## src/common/led_status_pkg.sv

```systemverilog
package led_status_pkg;

    typedef logic [6:0] led_t;  // Lane 6 is the leftmost LED

    typedef enum logic [3:0] {
        INITIAL        = 4'd0,
        CLOCK          = 4'd1,
        SHOW_CLOCK     = 4'd2,
        CHANGE_MODE    = 4'd3,
        TIMER          = 4'd4,
        SHOW_TIMER     = 4'd5,
        ALARM          = 4'd6,
        SHOW_ALARM     = 4'd7,
        SHOW_STOPWATCH = 4'd8
    } ui_state_t;

    typedef logic [2:0] weekday_t;  // 0 is Sunday
    typedef logic [1:0] rec_count_t;
    typedef logic [1:0] rec_sel_t;  // 3 means nothing selected
    typedef logic [3:0] alarm_count_t;
    typedef logic [35:0] timer_count_t;

    localparam led_t ALARM_LANES = 7'b1010101;
    localparam led_t TIMER_LANES = 7'b0101010;

    localparam int BLINK_TOGGLES = 6;

    // Bar pattern for 0 to 10 alarms set
    localparam led_t ALARM_BAR [0:10] = '{
        7'b0000000,
        7'b0000001,
        7'b0000011,
        7'b0000101,
        7'b0000111,
        7'b0010101,
        7'b0010111,
        7'b1010101,
        7'b1010111,
        7'b1011111,
        7'b1111111
    };

    function automatic led_t alarm_bar(input alarm_count_t cnt);
        led_t pattern;
        pattern = '0;  // Counts above 10 show nothing
        if (cnt <= 4'd10) begin
            pattern = ALARM_BAR[cnt];
        end
        return pattern;
    endfunction

endpackage

```

## src/verilog/alert_blinker.sv

```systemverilog
`timescale 1ns/10ps

module alert_blinker #(
    parameter int TICK_PERIOD = 100000000
) (
    input  logic clk,
    input  logic rst,
    input  logic match,
    output logic blinking,
    output logic toggle
);

    localparam int TICK_W = $clog2(TICK_PERIOD + 1);
    localparam int TOG_W = $clog2(led_status_pkg::BLINK_TOGGLES + 1);

    logic [TICK_W-1:0] tick_cnt;
    logic [TOG_W-1:0]  tog_cnt;
    logic              tick_done;

    assign tick_done = (tick_cnt == TICK_W'(TICK_PERIOD - 1));
    assign toggle = blinking && !match && tick_done;  // A fresh match restarts the period

    always_ff @(posedge clk) begin
        if (rst) begin
            tick_cnt <= '0;
        end else if (match) begin
            tick_cnt <= TICK_W'(1);  // The match cycle counts as the first one
        end else if (blinking) begin
            tick_cnt <= tick_done ? '0 : tick_cnt + 1'b1;
        end else begin
            tick_cnt <= '0;
        end
    end

    always_ff @(posedge clk) begin
        if (rst) begin
            blinking <= 1'b0;
            tog_cnt <= '0;
        end else if (match) begin
            blinking <= 1'b1;
            tog_cnt <= '0;
        end else if (toggle) begin
            if (tog_cnt == TOG_W'(led_status_pkg::BLINK_TOGGLES - 1)) begin
                blinking <= 1'b0;  // Last toggle ends the alert
                tog_cnt <= '0;
            end else begin
                tog_cnt <= tog_cnt + 1'b1;
            end
        end
    end

endmodule

```

## src/verilog/led_pattern_select.sv

```systemverilog
`timescale 1ns/10ps

module led_pattern_select (
    input  logic                         clk,
    input  logic                         rst,
    input  led_status_pkg::ui_state_t    state,
    input  logic                         enter_flag,
    input  logic                         timer_resume,
    input  logic                         alarm_match,
    input  logic                         timer_match,
    input  led_status_pkg::weekday_t     week,
    input  led_status_pkg::alarm_count_t alarm_set_cnt,
    input  led_status_pkg::rec_count_t   timer_rec_tot,
    input  led_status_pkg::rec_count_t   stopw_rec_tot,
    input  led_status_pkg::rec_sel_t     timer_chosen,
    input  led_status_pkg::rec_sel_t     stopw_chosen,
    input  logic                         blink_alarm,
    input  logic                         blink_timer,
    input  logic                         alarm_toggle,
    input  logic                         timer_toggle,
    input  led_status_pkg::led_t         bounce_led,
    input  logic                         step,
    output led_status_pkg::led_t         led,
    output logic                         bounce_load,
    output logic                         bounce_home
);

    led_status_pkg::ui_state_t prev_state;
    led_status_pkg::led_t      next_led;
    led_status_pkg::led_t      week_led;
    led_status_pkg::led_t      timer_bar;
    led_status_pkg::led_t      timer_pick;
    led_status_pkg::led_t      stopw_pick;
    led_status_pkg::led_t      alarm_led;
    led_status_pkg::led_t      blink_mask;
    logic                      display_page;
    logic                      left_show;

    assign display_page = (state > led_status_pkg::CLOCK);

    always_comb begin
        if (week == 3'd0) begin
            week_led = 7'b1000000;  // Sunday sits on the left
        end else if (week == 3'd7) begin
            week_led = '0;
        end else begin
            week_led = led_status_pkg::led_t'(1) << (week - 3'd1);
        end
    end

    assign timer_bar = led_status_pkg::led_t'((7'd2 << timer_rec_tot) - 7'd1);
    assign timer_pick = (timer_chosen != 2'd3) ?
                        led_status_pkg::led_t'(1) << timer_chosen :
                        led_status_pkg::led_t'((7'd1 << timer_rec_tot) - 7'd1);
    // Stopwatch records fill from the left
    assign stopw_pick = (stopw_chosen != 2'd3) ?
                        7'b1000000 >> stopw_chosen :
                        led_status_pkg::led_t'(7'b1110000 << (2'd3 - stopw_rec_tot));
    assign alarm_led = led_status_pkg::alarm_bar(alarm_set_cnt);

    assign blink_mask = (alarm_toggle ? led_status_pkg::ALARM_LANES : '0) |
                        (timer_toggle ? led_status_pkg::TIMER_LANES : '0);

    assign left_show = (state != prev_state) &&
                       (prev_state == led_status_pkg::SHOW_TIMER ||
                        prev_state == led_status_pkg::SHOW_STOPWATCH ||
                        prev_state == led_status_pkg::SHOW_ALARM ||
                        prev_state == led_status_pkg::SHOW_CLOCK);

    always_comb begin
        next_led = led;
        bounce_load = 1'b0;
        bounce_home = 1'b0;
        if ((alarm_match || timer_match) && display_page) begin
            next_led = (alarm_match ? led_status_pkg::ALARM_LANES : '0) |
                       (timer_match ? led_status_pkg::TIMER_LANES : '0);
            bounce_home = 1'b1;
        end else if ((blink_alarm || blink_timer) && display_page) begin
            next_led = led ^ blink_mask;
            bounce_home = 1'b1;
        end else if (state == led_status_pkg::CHANGE_MODE) begin
            next_led = '0;
            bounce_home = 1'b1;
        end else if (state == led_status_pkg::SHOW_CLOCK) begin
            next_led = week_led;
            bounce_home = 1'b1;
        end else if (state == led_status_pkg::TIMER && enter_flag) begin
            next_led = timer_bar;
            bounce_home = 1'b1;
        end else if (state == led_status_pkg::ALARM) begin
            next_led = alarm_led;
            bounce_home = 1'b1;
        end else if (state == led_status_pkg::SHOW_TIMER && !timer_resume) begin
            next_led = timer_pick;  // Direction is kept for the resume
        end else if (state == led_status_pkg::SHOW_TIMER && step) begin
            next_led = bounce_led;
            bounce_load = 1'b1;
        end else if (state == led_status_pkg::SHOW_STOPWATCH) begin
            next_led = stopw_pick;
        end else if (state == led_status_pkg::SHOW_ALARM) begin
            next_led = alarm_led;
        end else if (left_show) begin
            next_led = '0;
            bounce_home = 1'b1;
        end
    end

    always_ff @(posedge clk) begin
        if (rst) begin
            led <= '0;
            prev_state <= led_status_pkg::INITIAL;
        end else begin
            led <= next_led;
            prev_state <= state;
        end
    end

endmodule

```

## src/verilog/led_status_top.sv

```systemverilog
`timescale 1ns/10ps

module led_status_top #(
    parameter int TICK_PERIOD = 100000000
) (
    input  logic                         clk,
    input  logic                         rst,
    input  led_status_pkg::ui_state_t    state,
    input  logic                         enter_flag,
    input  logic                         timer_resume,
    input  logic                         alarm_match,
    input  logic                         timer_match,
    input  led_status_pkg::weekday_t     week,
    input  led_status_pkg::alarm_count_t alarm_set_cnt,
    input  led_status_pkg::rec_count_t   timer_rec_tot,
    input  led_status_pkg::rec_count_t   stopw_rec_tot,
    input  led_status_pkg::rec_sel_t     timer_chosen,
    input  led_status_pkg::rec_sel_t     stopw_chosen,
    input  led_status_pkg::timer_count_t timer_cnt,
    output led_status_pkg::led_t         led,
    output logic                         blink_alarm,
    output logic                         blink_timer
);

    logic                 alarm_toggle;
    logic                 timer_toggle;
    logic                 step;
    logic                 bounce_load;
    logic                 bounce_home;
    led_status_pkg::led_t bounce_led;

    alert_blinker #(
        .TICK_PERIOD(TICK_PERIOD)
    ) u_alarm_blink (
        .clk     (clk),
        .rst     (rst),
        .match   (alarm_match),
        .blinking(blink_alarm),
        .toggle  (alarm_toggle)
    );

    alert_blinker #(
        .TICK_PERIOD(TICK_PERIOD)
    ) u_timer_blink (
        .clk     (clk),
        .rst     (rst),
        .match   (timer_match),
        .blinking(blink_timer),
        .toggle  (timer_toggle)
    );

    timer_bounce #(
        .TICK_PERIOD(TICK_PERIOD)
    ) u_bounce (
        .clk          (clk),
        .rst          (rst),
        .timer_resume (timer_resume),
        .timer_cnt    (timer_cnt),
        .timer_rec_tot(timer_rec_tot),
        .led          (led),
        .bounce_load  (bounce_load),
        .bounce_home  (bounce_home),
        .bounce_led   (bounce_led),
        .step         (step)
    );

    led_pattern_select u_select (
        .clk          (clk),
        .rst          (rst),
        .state        (state),
        .enter_flag   (enter_flag),
        .timer_resume (timer_resume),
        .alarm_match  (alarm_match),
        .timer_match  (timer_match),
        .week         (week),
        .alarm_set_cnt(alarm_set_cnt),
        .timer_rec_tot(timer_rec_tot),
        .stopw_rec_tot(stopw_rec_tot),
        .timer_chosen (timer_chosen),
        .stopw_chosen (stopw_chosen),
        .blink_alarm  (blink_alarm),
        .blink_timer  (blink_timer),
        .alarm_toggle (alarm_toggle),
        .timer_toggle (timer_toggle),
        .bounce_led   (bounce_led),
        .step         (step),
        .led          (led),
        .bounce_load  (bounce_load),
        .bounce_home  (bounce_home)
    );

endmodule

```

## src/verilog/timer_bounce.sv

```systemverilog
`timescale 1ns/10ps

module timer_bounce #(
    parameter int TICK_PERIOD = 100000000
) (
    input  logic                         clk,
    input  logic                         rst,
    input  logic                         timer_resume,
    input  led_status_pkg::timer_count_t timer_cnt,
    input  led_status_pkg::rec_count_t   timer_rec_tot,
    input  led_status_pkg::led_t         led,
    input  logic                         bounce_load,
    input  logic                         bounce_home,
    output led_status_pkg::led_t         bounce_led,
    output logic                         step
);

    localparam int TICK_W = $clog2(TICK_PERIOD + 1);

    logic [TICK_W-1:0]    tick_cnt;
    logic                 dir;  // Set while the runner travels down towards the records
    logic                 next_dir;
    led_status_pkg::led_t solid;
    led_status_pkg::led_t upper;
    logic [2:0]           low_lane;
    logic [2:0]           runner;
    logic [2:0]           next_runner;

    assign step = timer_resume && (tick_cnt == TICK_W'(TICK_PERIOD - 1));

    always_ff @(posedge clk) begin
        if (rst) begin
            tick_cnt <= '0;
        end else if (timer_resume) begin
            tick_cnt <= step ? '0 : tick_cnt + 1'b1;
        end
    end

    // Record lanes stay lit below the runner's range
    assign low_lane = {1'b0, timer_rec_tot};
    assign solid = led_status_pkg::led_t'((7'd1 << timer_rec_tot) - 7'd1);
    assign upper = led & ~solid;

    always_comb begin
        runner = low_lane;
        for (int i = 0; i < 7; i++) begin
            if (upper[i]) begin
                runner = 3'(i);
            end
        end
    end

    always_comb begin
        next_runner = runner;
        next_dir = dir;
        if (upper == '0) begin
            next_runner = low_lane;  // No runner yet so it enters at the bottom
            next_dir = 1'b0;
        end else if (runner == low_lane) begin
            next_runner = low_lane + 3'd1;
            next_dir = 1'b0;
        end else if (runner == 3'd6) begin
            next_runner = 3'd5;
            next_dir = 1'b1;
        end else if (dir) begin
            next_runner = runner - 3'd1;
        end else begin
            next_runner = runner + 3'd1;
        end

        if (timer_cnt == '0) begin
            bounce_led = led;  // Frozen once the countdown reaches zero
            next_dir = dir;
        end else begin
            bounce_led = solid | (led_status_pkg::led_t'(1) << next_runner);
        end
    end

    always_ff @(posedge clk) begin
        if (rst) begin
            dir <= 1'b0;
        end else if (bounce_home) begin
            dir <= 1'b0;
        end else if (bounce_load) begin
            dir <= next_dir;
        end
    end

endmodule
```

## config.mk

```make
export PLATFORM = sky130hd
export DESIGN_NAME = led_status_top
export DESIGN_NICKNAME = d
export VERILOG_FILES = /design/src/common/led_status_pkg.sv /design/src/verilog/alert_blinker.sv /design/src/verilog/led_pattern_select.sv /design/src/verilog/led_status_top.sv /design/src/verilog/timer_bounce.sv
export SDC_FILE = /design/constraint.sdc
export NUM_CORES = 1
export LEC_CHECK = 0
export ABC_CLOCK_PERIOD_IN_PS = 7650
export BUFFER_PORTS_ARGS = -buffer_cell sky130_fd_sc_hd__buf_4
export CORE_MARGIN = 1.5
export CORE_UTILIZATION = 50
export DETAILED_ROUTE_END_ITERATION = 7
export PLACE_DENSITY = 0.7
export SLEW_MARGIN = 10
export SYNTH_ARGS = -nofsm -noshare
export SYNTH_HDL_FRONTEND = slang
export SYNTH_HIERARCHICAL = 1
export SYNTH_SLANG_ARGS = --single-unit
export TNS_END_PERCENT = 10
```

## constraint.sdc

```tcl
create_clock -name clk -period 7.65 [get_ports clk]
set_input_delay 0.765 -clock clk [delete_from_list [all_inputs] [get_ports clk]]
set_output_delay 0.765 -clock clk [all_outputs]
set_load 0.005 [all_outputs]
```

==> impl_metrics.ini, run 1 <==
[logic_synthesis]
synth_ff_type = dfxtp_1
yosys.area.top_type = dfxtp_1
async_reset_ff_share_pct = 0
yosysTopAreaCellShare_pct = 32.19
synth_nets = 850
ys_types = 75
synth.avg_cell_area_um2 = 8.073
yosys_warnings = 6
ys_ff_latch = 101
syn_area_um2 = 6281
yosys-top-cells-area = dfxtp_1 (32%), nor2_1 (5.4%), xor2_1 (4.9%)
netlist_instances = 778
synth_seq_area_share_pct = 32.19
synth-edff-count = 0

[placed_design]
placed_area_um2 = 6875
io_buffers = 69
place_congestion = 0.8809
dp.final_hpwl_mm = 11.55

[critical_path]
path_class = in -> reg
slowest_stage = fa_1
worst_setup_path_end_kind = flip-flop
cpPeakStageDelay_ps = 420
path_cells = buf_4, inv_1, ha_1, inv_1, ha_1, or3b_4, a221o_1, or2_2, fa_1, xnor2_1, xnor2_1, o21ai_0, mux2_2, o31ai_1, a22oi_1, a211oi_1, o21ai_0, a221oi_1
cp.required_ps = 7910
cp-start-kind = input port
worstPathArrival_ps = 4810
worstPathMaxFanout = 11

[clocking]
clockBufferDepth = 2
postCtsSetupBuffers = 0
cts-htree-levels = 3
ctsResizeCount = 0
cts-root-buf = clkbuf_16
clock-sinks = 101
hold_buffers = 0
clock_latency_ps = 350
clk_pin_slew_ps = 70
cts_tree = done
cts_made_buffers = 9

[pwr]
clock_power_share_pct = 36.6
irDropWorstVdd_v = 0.0001257
switching_share_pct = 26.66
comb_power_share_pct = 15.0
switching_power_uw = 301.5
p_int_uw = 829.5
p_seq_share_pct = 48.3
p_leak_uw = 0.002418
powerDensity_nw_per_um2 = 158.6

[drt]
dr.pass1.iters = 5
ant_nets = 0
vias_per_cell = 6.090
wl_per_cell_um = 15.83
postRouteWirelength_mm = 15.82
route.detailed.drc = 0
num_vias = 6084
drtIter0Drc = 351

[finish]
final_nets = 900
final_area_um2 = 7132
antennaDiodeCount = 0
seq_area_um2 = 2022
fin_util_pct = 58.88
area_growth_syn_to_layout_pct = 13.55
layout-drive-gt1-share_pct = 14.08
nFillCells = 1110
multiInputGateArea_um2 = 3998

[outcome]
outcome = complete, no violations

[global_routing]
grtUsageTotal_pct = 24.04
grt_antenna_before_repair = 0
grt_overflow = 0
grt_max_degree = 26
grt_pass1_wl_mm = 25.82
grt_pass1_vias = 5859

[timing]
finalSetupViolCount = 0
rsz0062_at_grt = false
slew_violations = 0
tns_ps = 0
max_freq_ghz = 0.2198
period_needed_ps = 4549
relSlewSlack_pct = 39.25
holdWs_ps = 476.3
hold_viol_final = 0
skew_ps = 7.212
tightest_slew_ps = 911.2
fin_crit_sh_pct = 59.47

[floorplan]
dieArea_um2 = 13240
rows = 40
die_y_um = 115.1
core_um2 = 12110
ios = 70
start_util_pct = 51.86
die_x_um = 115.1

[worst_hold_path]
hold_class = reg -> reg

[run]
cap_violations = 0
==> power groups by stage <==
stage / sequential, µW / clock, µW / combinational [µW]
6_report: 547 / 414 / 170
5_1_grt: 548 / 444 / 183
4_1_cts: 546 / 427 / 166
3_5_place_dp: 558 / 0 / 166
3_3_place_gp: 558 / 0 / 159
2_1_floorplan: 554 / 0 / 106
==> layout by cell type (no fill, tap or decap), types with 4 or more instances in the layout <==
cell / Yosys / final
and2_1: 7 / 7
clkbuf_16: 0 / 9
a221oi_1: 4 / 4
nand3_1: 40 / 40
and4_1: 10 / 10
xnor2_1: 27 / 27
nor2_1: 90 / 90
nand2b_1: 14 / 14
buf_4: 3 / 72
a21oi_1: 54 / 54
mux2i_1: 5 / 5
and3_1: 16 / 16
a22oi_1: 5 / 5
dfxtp_1: 101 / 101
nand3b_1: 4 / 4
ha_1: 10 / 10
or4_1: 22 / 22
nor4b_1: 6 / 6
nor4_1: 10 / 10
nand4_1: 35 / 35
and3b_1: 4 / 4
and4_2: 4 / 4
or2_2: 9 / 9
nor3_1: 11 / 11
xor2_1: 35 / 35
nand2_1: 49 / 49
or3_1: 6 / 6
nor3b_1: 6 / 6
o31ai_1: 30 / 30
a31o_2: 5 / 5
inv_1: 28 / 28
o21ai_0: 21 / 21
nor2b_1: 10 / 10
a31oi_1: 7 / 7
==> final cells by class <==
cell class                 count  share of cell area (%)
clock buffer                  11                   3.263
tap                          168                   2.947
sequential                   101                   28.35
inverter                      28                   1.474
clock inverter                 3                  0.3333
timing repair buffer          72                   7.579
multi-input combinational    616                   56.05
==> cell families after synthesis <==
group	share of synthesized area [%]
compound gates	18.19
buf+inv	4.163
fa+ha+maj	2.311
mux	1.155
flops	32.19
simple gates	33.35
xor+xnor	8.645
==> critical path, delay by kind of cell <==
family	cells	cell delay, ps
XOR/XNOR	2	320
AO/OA/AOI/OAI	7	1540
adder cells (fa/ha/maj)	3	800
buffers and inverters	3	300
AND/OR/NAND/NOR	2	730
multiplexers	1	330
==> flip-flops by register name, summed over array words and instances (netlist names) <==
signal                  flops
u_alarm_blink/tick_cnt     27
u_bounce/tick_cnt          27
u_timer_blink/tick_cnt     27
u_select/led                7
u_select/prev_state         4
u_alarm_blink/tog_cnt       3
u_timer_blink/tog_cnt       3
u_alarm_blink/blinking      1
u_bounce/dir                1
u_timer_blink/blinking      1
==> synthesized netlist by cell type (5+ instances only) <==
cell type	number
buf_2	5
a22oi_1	5
o31ai_1	30
xnor2_1	27
nor2_1	90
nor3_1	11
nand4_1	35
nor4_1	10
and2_1	7
nor3b_1	6
or3_1	6
dfxtp_1	101
a31oi_1	7
and3_1	16
nand2_1	49
clkbuf_1	23
xor2_1	35
a31o_2	5
a21oi_1	54
nand2b_1	14
o21ai_0	21
nor2b_1	10
and4_1	10
or4_1	22
inv_1	28
nor4b_1	6
mux2i_1	5
ha_1	10
or2_2	9
nand3_1	40
==> metal layers <==
metal / track usage (%) / vias up / wire [µm]
li1: - / 2971 / -
met1: 28.10 / 2870 / 6731
met2: 42.10 / 200 / 7673
met3: 5.008 / 43 / 1004
met4: 11.36 / 0 / 406
met5: 0 / - / 0
==> per-stage QoR <==
step / std cells / setup WS (ps) / power [µW]
2_1_floorplan: 778 / 3320 / 659.2
3_3_place_gp: 985 / 2966 / 717.1
3_5_place_dp: 985 / 2796 / 724.0
4_1_cts: 999 / 3138 / 1140
5_1_grt: 999 / 2937 / 1175
6_report: 999 / 3101 / 1131
==> worst paths after layout <==
check,from,end,slack (ps),cells after the start
setup / recovery,timer_rec_tot[0],u_select/led[4],3100,18
hold reg to reg,u_timer_blink/tick_cnt[24],u_timer_blink/tick_cnt[24],480,2
setup reg to reg,u_select/led[5],u_select/led[4],3970,13
hold / removal,u_timer_blink/tick_cnt[24],u_timer_blink/tick_cnt[24],480,2
Power figures use the tool's default switching activity.
==> inputs of run 2 (changes only) <==
--- a/config.mk
+++ b/config.mk
@@ -5,7 +5,7 @@
 export SDC_FILE = /design/constraint.sdc
 export NUM_CORES = 1
 export LEC_CHECK = 0
-export ABC_CLOCK_PERIOD_IN_PS = 7650
+export ABC_CLOCK_PERIOD_IN_PS = 4320
 export BUFFER_PORTS_ARGS = -buffer_cell sky130_fd_sc_hd__buf_4
 export CORE_MARGIN = 1.5
 export CORE_UTILIZATION = 50
==> constraint.sdc (replaced) <==
create_clock -name clk -period 4.32 [get_ports clk]
set_input_delay 0.432 -clock clk [delete_from_list [all_inputs] [get_ports clk]]
set_output_delay 0.432 -clock clk [all_outputs]
set_load 0.005 [all_outputs]
==> run 2 against run 1 <==
Effect of this change:
- utilization grew 1.1 points
- cell count grew 0.60%
- die area is the same
- global-route usage grew 1.1 points
- register-to-register slack lost 3300 ps
- wire length grew 2.8%
- critical path depth is the same
- design area grew 1.9%
- clock skew grew 5.3 ps
- critical endpoint is now u_select/led[6]
- largest cell class unchanged
- largest power group unchanged
- highest routed layer unchanged
==> impl_metrics.ini, run 2 (same netlist as run 1, synthesis figures left out) <==
[critical_path]
cp.required_ps = 4570
reg2reg_depth = 13
r2r-start = u_select/led[5]
worst_setup_path_end_kind = flip-flop
worstPathArrival_ps = 4340
path_class = in -> reg
ff2ff_setup_slack_ps = 690
cp-start-kind = input port
worstPathMaxFanout = 6
r2r-end = u_select/led[6]

[run]
cap_violations = 0

[timing]
tightest_slew_ps = 921.2
relSlewSlack_pct = 38.59
skew_ps = 12.53
fin_crit_sh_pct = 94.62
period_needed_ps = 4088
tns_ps = 0
max_freq_ghz = 0.2446
rsz0062_at_grt = true
holdWs_ps = 410.2
slew_violations = 0
hold_viol_final = 0
finalSetupViolCount = 0

[pwr]
clock_power_share_pct = 41.9
p_int_uw = 1653
switching_share_pct = 24.84
p_total_uw = 2199
irDropWorstVdd_v = 0.0002367
p_seq_share_pct = 43.9
powerDensity_nw_per_um2 = 302.7
p_leak_uw = 0.002500
comb_power_share_pct = 14.3
switching_power_uw = 546.4

[floorplan]
rows = 40
dieArea_um2 = 13240
die_x_um = 115.1
start_util_pct = 51.86
core_um2 = 12110
ios = 70
die_y_um = 115.1

[clocking]
cts-root-buf = clkbuf_16
cts_made_buffers = 9
clk_pin_slew_ps = 70
cts-htree-levels = 3
cts_tree = done
clock-sinks = 101
clock_latency_ps = 360
clockBufferDepth = 2

[global_routing]
grt_overflow = 0
grt_pass1_wl_mm = 26.82
grt_pass1_vias = 5652
grtUsageTotal_pct = 25.14
grt_max_degree = 26
grt_antenna_before_repair = 0

[worst_hold_path]
min_from = timer_match
whs_path_depth = 3
holdPathEnd = u_timer_blink/tick_cnt[0]
hold_class = in -> reg

[finish]
area_growth_syn_to_layout_pct = 15.68
final_nets = 906
antennaDiodeCount = 0
layout_common_cells = dfxtp_1 (101), nor2_1 (90), buf_4 (78)
reg_top3 = u_alarm_blink/tick_cnt: 27 flops, u_bounce/tick_cnt: 27 flops, u_timer_blink/tick_cnt: 27 flops
final_area_um2 = 7266
layout_commonest_cell = dfxtp_1
layout-drive-gt1-share_pct = 15.17

[placed_design]
place_congestion = 0.8493
dp.final_hpwl_mm = 11.85
io_buffers = 69
placed_area_um2 = 6920

[drt]
wl_per_cell_um = 16.18
num_vias = 6036
postRouteWirelength_mm = 16.26
drtIter0Drc = 357
dr.pass1.iters = 5
ant_nets = 0
vias_per_cell = 6.006
route.detailed.drc = 0

[outcome]
outcome = complete, no violations
run 2: layout make-up:
class,instances,area [µm²]
Clock inverter,5,107.6
Clock buffer,9,225.2
Fill cell,1118,4846
Timing Repair Buffer,78,585.6
Multi-Input combinational cell,616,4010
Sequential cell,101,2022
Tap cell,168,210.2
Inverter,28,105.1
run 2: layer usage:
metal  vias to the layer above  routed length, µm  GRT usage [%]
li1                       2992                  -              -
met5                         -                  0              0
met4                         0                435          9.959
met1                      2823               7319          31.93
met3                        30                917          4.955
met2                       191               7591          42.10
run 2: through the flow:
step / utilization (%) / std cells / setup slack (ps)
floorplan: - / 778 / 323.4
global placement: 57.14 / 991 / 33.44
detailed placement: 57.14 / 991 / -173.3
CTS: 59.89 / 1005 / 183.1
global route: 59.99 / 1005 / -11.34
finish: 59.99 / 1005 / 232.4
run 2: critical path, stage by stage:
cell	delay [ps]
buf_4	120
inv_1	70
ha_1	200
inv_1	60
ha_1	120
or3b_4	410
a221o_1	380
or2_2	320
fa_1	450
xnor2_2	170
xnor2_1	130
o21ai_0	100
mux2_2	320
o31ai_2	330
o22a_1	190
a21oi_1	50
o31a_1	240
o41ai_1	210
run 2: worst max path at each step:
stage	end	slack (ps)	startpoint
global placement	u_select/led[6]	30	timer_rec_tot[1]
detailed placement	u_select/led[6]	-170	timer_rec_tot[1]
finish	u_select/led[6]	230	timer_rec_tot[1]
CTS	u_select/led[6]	180	timer_rec_tot[1]
floorplan	u_select/led[4]	320	timer_rec_tot[0]
global route	u_select/led[6]	-10	timer_rec_tot[1]
run 2: timing repair:
item / in CTS / in global routing
gates resized for setup: 0 / 2
setup endpoints to repair: 0 / 3
hold buffers: 0 / 0
buffers inserted: 0 / 0
run 2: power by group through the flow:
stage | combinational [µW] | clock (µW) | sequential (µW)
floorplan | 187 | 0 | 980
global placement | 300 | 0 | 987
detailed placement | 305 | 0 | 987
CTS | 306 | 943 | 965
global route | 346 | 977 | 967
finish | 314 | 920 | 965
==> inputs of run 3 (changes only) <==
--- a/config.mk
+++ b/config.mk
@@ -10,7 +10,7 @@
 export CORE_MARGIN = 1.5
 export CORE_UTILIZATION = 50
 export DETAILED_ROUTE_END_ITERATION = 7
-export PLACE_DENSITY = 0.7
+export PLACE_DENSITY_LB_ADDON = 0.08
 export SLEW_MARGIN = 10
 export SYNTH_ARGS = -nofsm -noshare
 export SYNTH_HDL_FRONTEND = slang
==> run 3 against run 2 <==
Effect of this change:
- sequential cell count did not move
- power fell by 2.8%
- non-clock buffer count did not move
- via count fell by 1.5%
- combinational power fell by 2%
- fmax fell by 0.91%
- die area did not move
- utilization fell by 0.18 points
- hold slack got worse by 1.3 ps
- design area fell by 0.29%
==> impl_metrics.ini, run 3 (same netlist as run 1, synthesis figures left out) <==
[pwr]
p_leak_uw = 0.002485
irDropWorstVdd_v = 0.0003031
powerDensity_nw_per_um2 = 295.1

[global_routing]
grt.busiest_layer = met2
grt_max_degree = 26
grt_overflow = 0
use_met1_pct = 31.90
use_met3_pct = 4.006
grt_antenna_before_repair = 0
use_met2_pct = 40.32
grt_pass1_wl_mm = 26.08
grtUsageTotal_pct = 24.33
grt_pass1_vias = 5548

[critical_path]
worstPathMaxFanout = 7
cpPeakStageDelay_ps = 410
worst_setup_path_end_kind = flip-flop
path_buf_inv = 3
path_class = in -> reg
cpLargestDelayFamily = compound AO/OA/AOI/OAI gates
path_cells = buf_4, inv_1, ha_1, inv_1, ha_1, or3b_4, a221o_1, or2_2, fa_1, xnor2_1, xnor2_1, o21ai_0, mux2_2, o31ai_2, a22oi_1, a211oi_1, o21ai_0, a221oi_1
slowest_stage = fa_1
worstPathArrival_ps = 4380
cp-start-kind = input port
cp.required_ps = 4570

[floorplan]
ios = 70
die_y_um = 115.1
dieArea_um2 = 13240
rows = 40
die_x_um = 115.1
core_um2 = 12110
start_util_pct = 51.86

[timing]
max_freq_ghz = 0.2424
fin_crit_sh_pct = 95.49
period_needed_ps = 4125
finalSetupViolCount = 0
rsz0062_at_grt = false
tns_ps = 0
hold_viol_final = 0
relSlewSlack_pct = 38.62
tightest_slew_ps = 920.7
slew_violations = 0
skew_ps = 10.11

[clocking]
cts-root-buf = clkbuf_16
cts_tree = done
cts_made_buffers = 9
clockBufferDepth = 2
clk_pin_slew_ps = 80
clock-sinks = 101
clock_latency_ps = 360
cts-htree-levels = 3

[finish]
multiInputGateArea_um2 = 4003
final_area_um2 = 7244
antennaDiodeCount = 0
seq_area_um2 = 2022
layout-drive-gt1-share_pct = 15.26
final_nets = 906
fin_util_pct = 59.81
layout_commonest_cell = dfxtp_1
reg_top3 = u_alarm_blink/tick_cnt: 27 flops, u_bounce/tick_cnt: 27 flops, u_timer_blink/tick_cnt: 27 flops
layout_common_cells = dfxtp_1 (101), nor2_1 (90), buf_4 (78)
nFillCells = 1120
area_growth_syn_to_layout_pct = 15.34

[run]
cap_violations = 0

[worst_hold_path]
hold_class = in -> reg

[placed_design]
io_buffers = 69
place_congestion = 0.8812
dp.final_hpwl_mm = 11.62
placed_area_um2 = 6920

[outcome]
outcome = complete, no violations

[drt]
ant_nets = 0
vias_per_cell = 5.906
wl_per_cell_um = 15.75
drtIter0Drc = 348
postRouteWirelength_mm = 15.86
num_vias = 5947
route.detailed.drc = 0
dr.pass1.iters = 5
-- run 3: layout make-up --
cell class	instances	share of cell area (%)
Clock buffer	11	3.489
Multi-Input combinational cell	616	55.25
Sequential cell	101	27.91
Clock inverter	5	0.9154
Tap cell	168	2.902
Inverter	28	1.451
Timing Repair Buffer	78	8.083
-- run 3: final timing paths --
kind | from | end | slack, ps | depth (start not counted)
worst max-delay path | timer_rec_tot[0] | u_select/led[4] | 190 | 18
worst max register to register | u_select/led[5] | u_select/led[4] | 610 | 13
worst min register to register | u_timer_blink/tick_cnt[24] | u_timer_blink/tick_cnt[24] | 480 | 2
worst min-delay path | timer_match | u_timer_blink/blinking | 410 | 3
-- run 3: where the power goes --
group	internal (µW)	switching, µW
combinational	145	164
sequential	943	24.8
clock	488	374
total	1580	562
-- run 3: per-stage QoR --
stage / instances / hold WS (ps) / power [µW] / setup slack, ps
floorplan: 778 / 447.1 / 1167 / 323.4
global placement: 991 / 456.4 / 1285 / 33.33
detailed placement: 991 / 469.3 / 1289 / -200.1
CTS: 1007 / 394.6 / 2152 / 167.4
global route: 1007 / 414.8 / 2227 / 27.53
finish: 1007 / 409.0 / 2138 / 195.0
-- run 3: what timing repair did --
item / in CTS / in global routing
setup buffers: 0 / 0
gates resized for setup: 0 / 1
endpoints found under the setup margin: 0 / 1
hold buffers: 0 / 0
-- run 3: worst register-to-register path: cells and delay by family, from the launching register on --
kind | cells | cell delay, ps
multiplexers | 1 | 330
flip-flops | 1 | 590
XOR/XNOR | 2 | 310
adder cells (fa/ha/maj) | 1 | 410
AO/OA/AOI/OAI | 8 | 1650
AND/OR/NAND/NOR | 1 | 320
-- run 3: routing by layer --
metal | part of all wire (%) | wire length [µm] | up-vias
li1 | - | - | 2985
met1 | 46 | 7243 | 2776
met2 | 47 | 7452 | 161
met3 | 5.2 | 822 | 25
met4 | 2.2 | 346 | 0
met5 | 0 | 0 | -
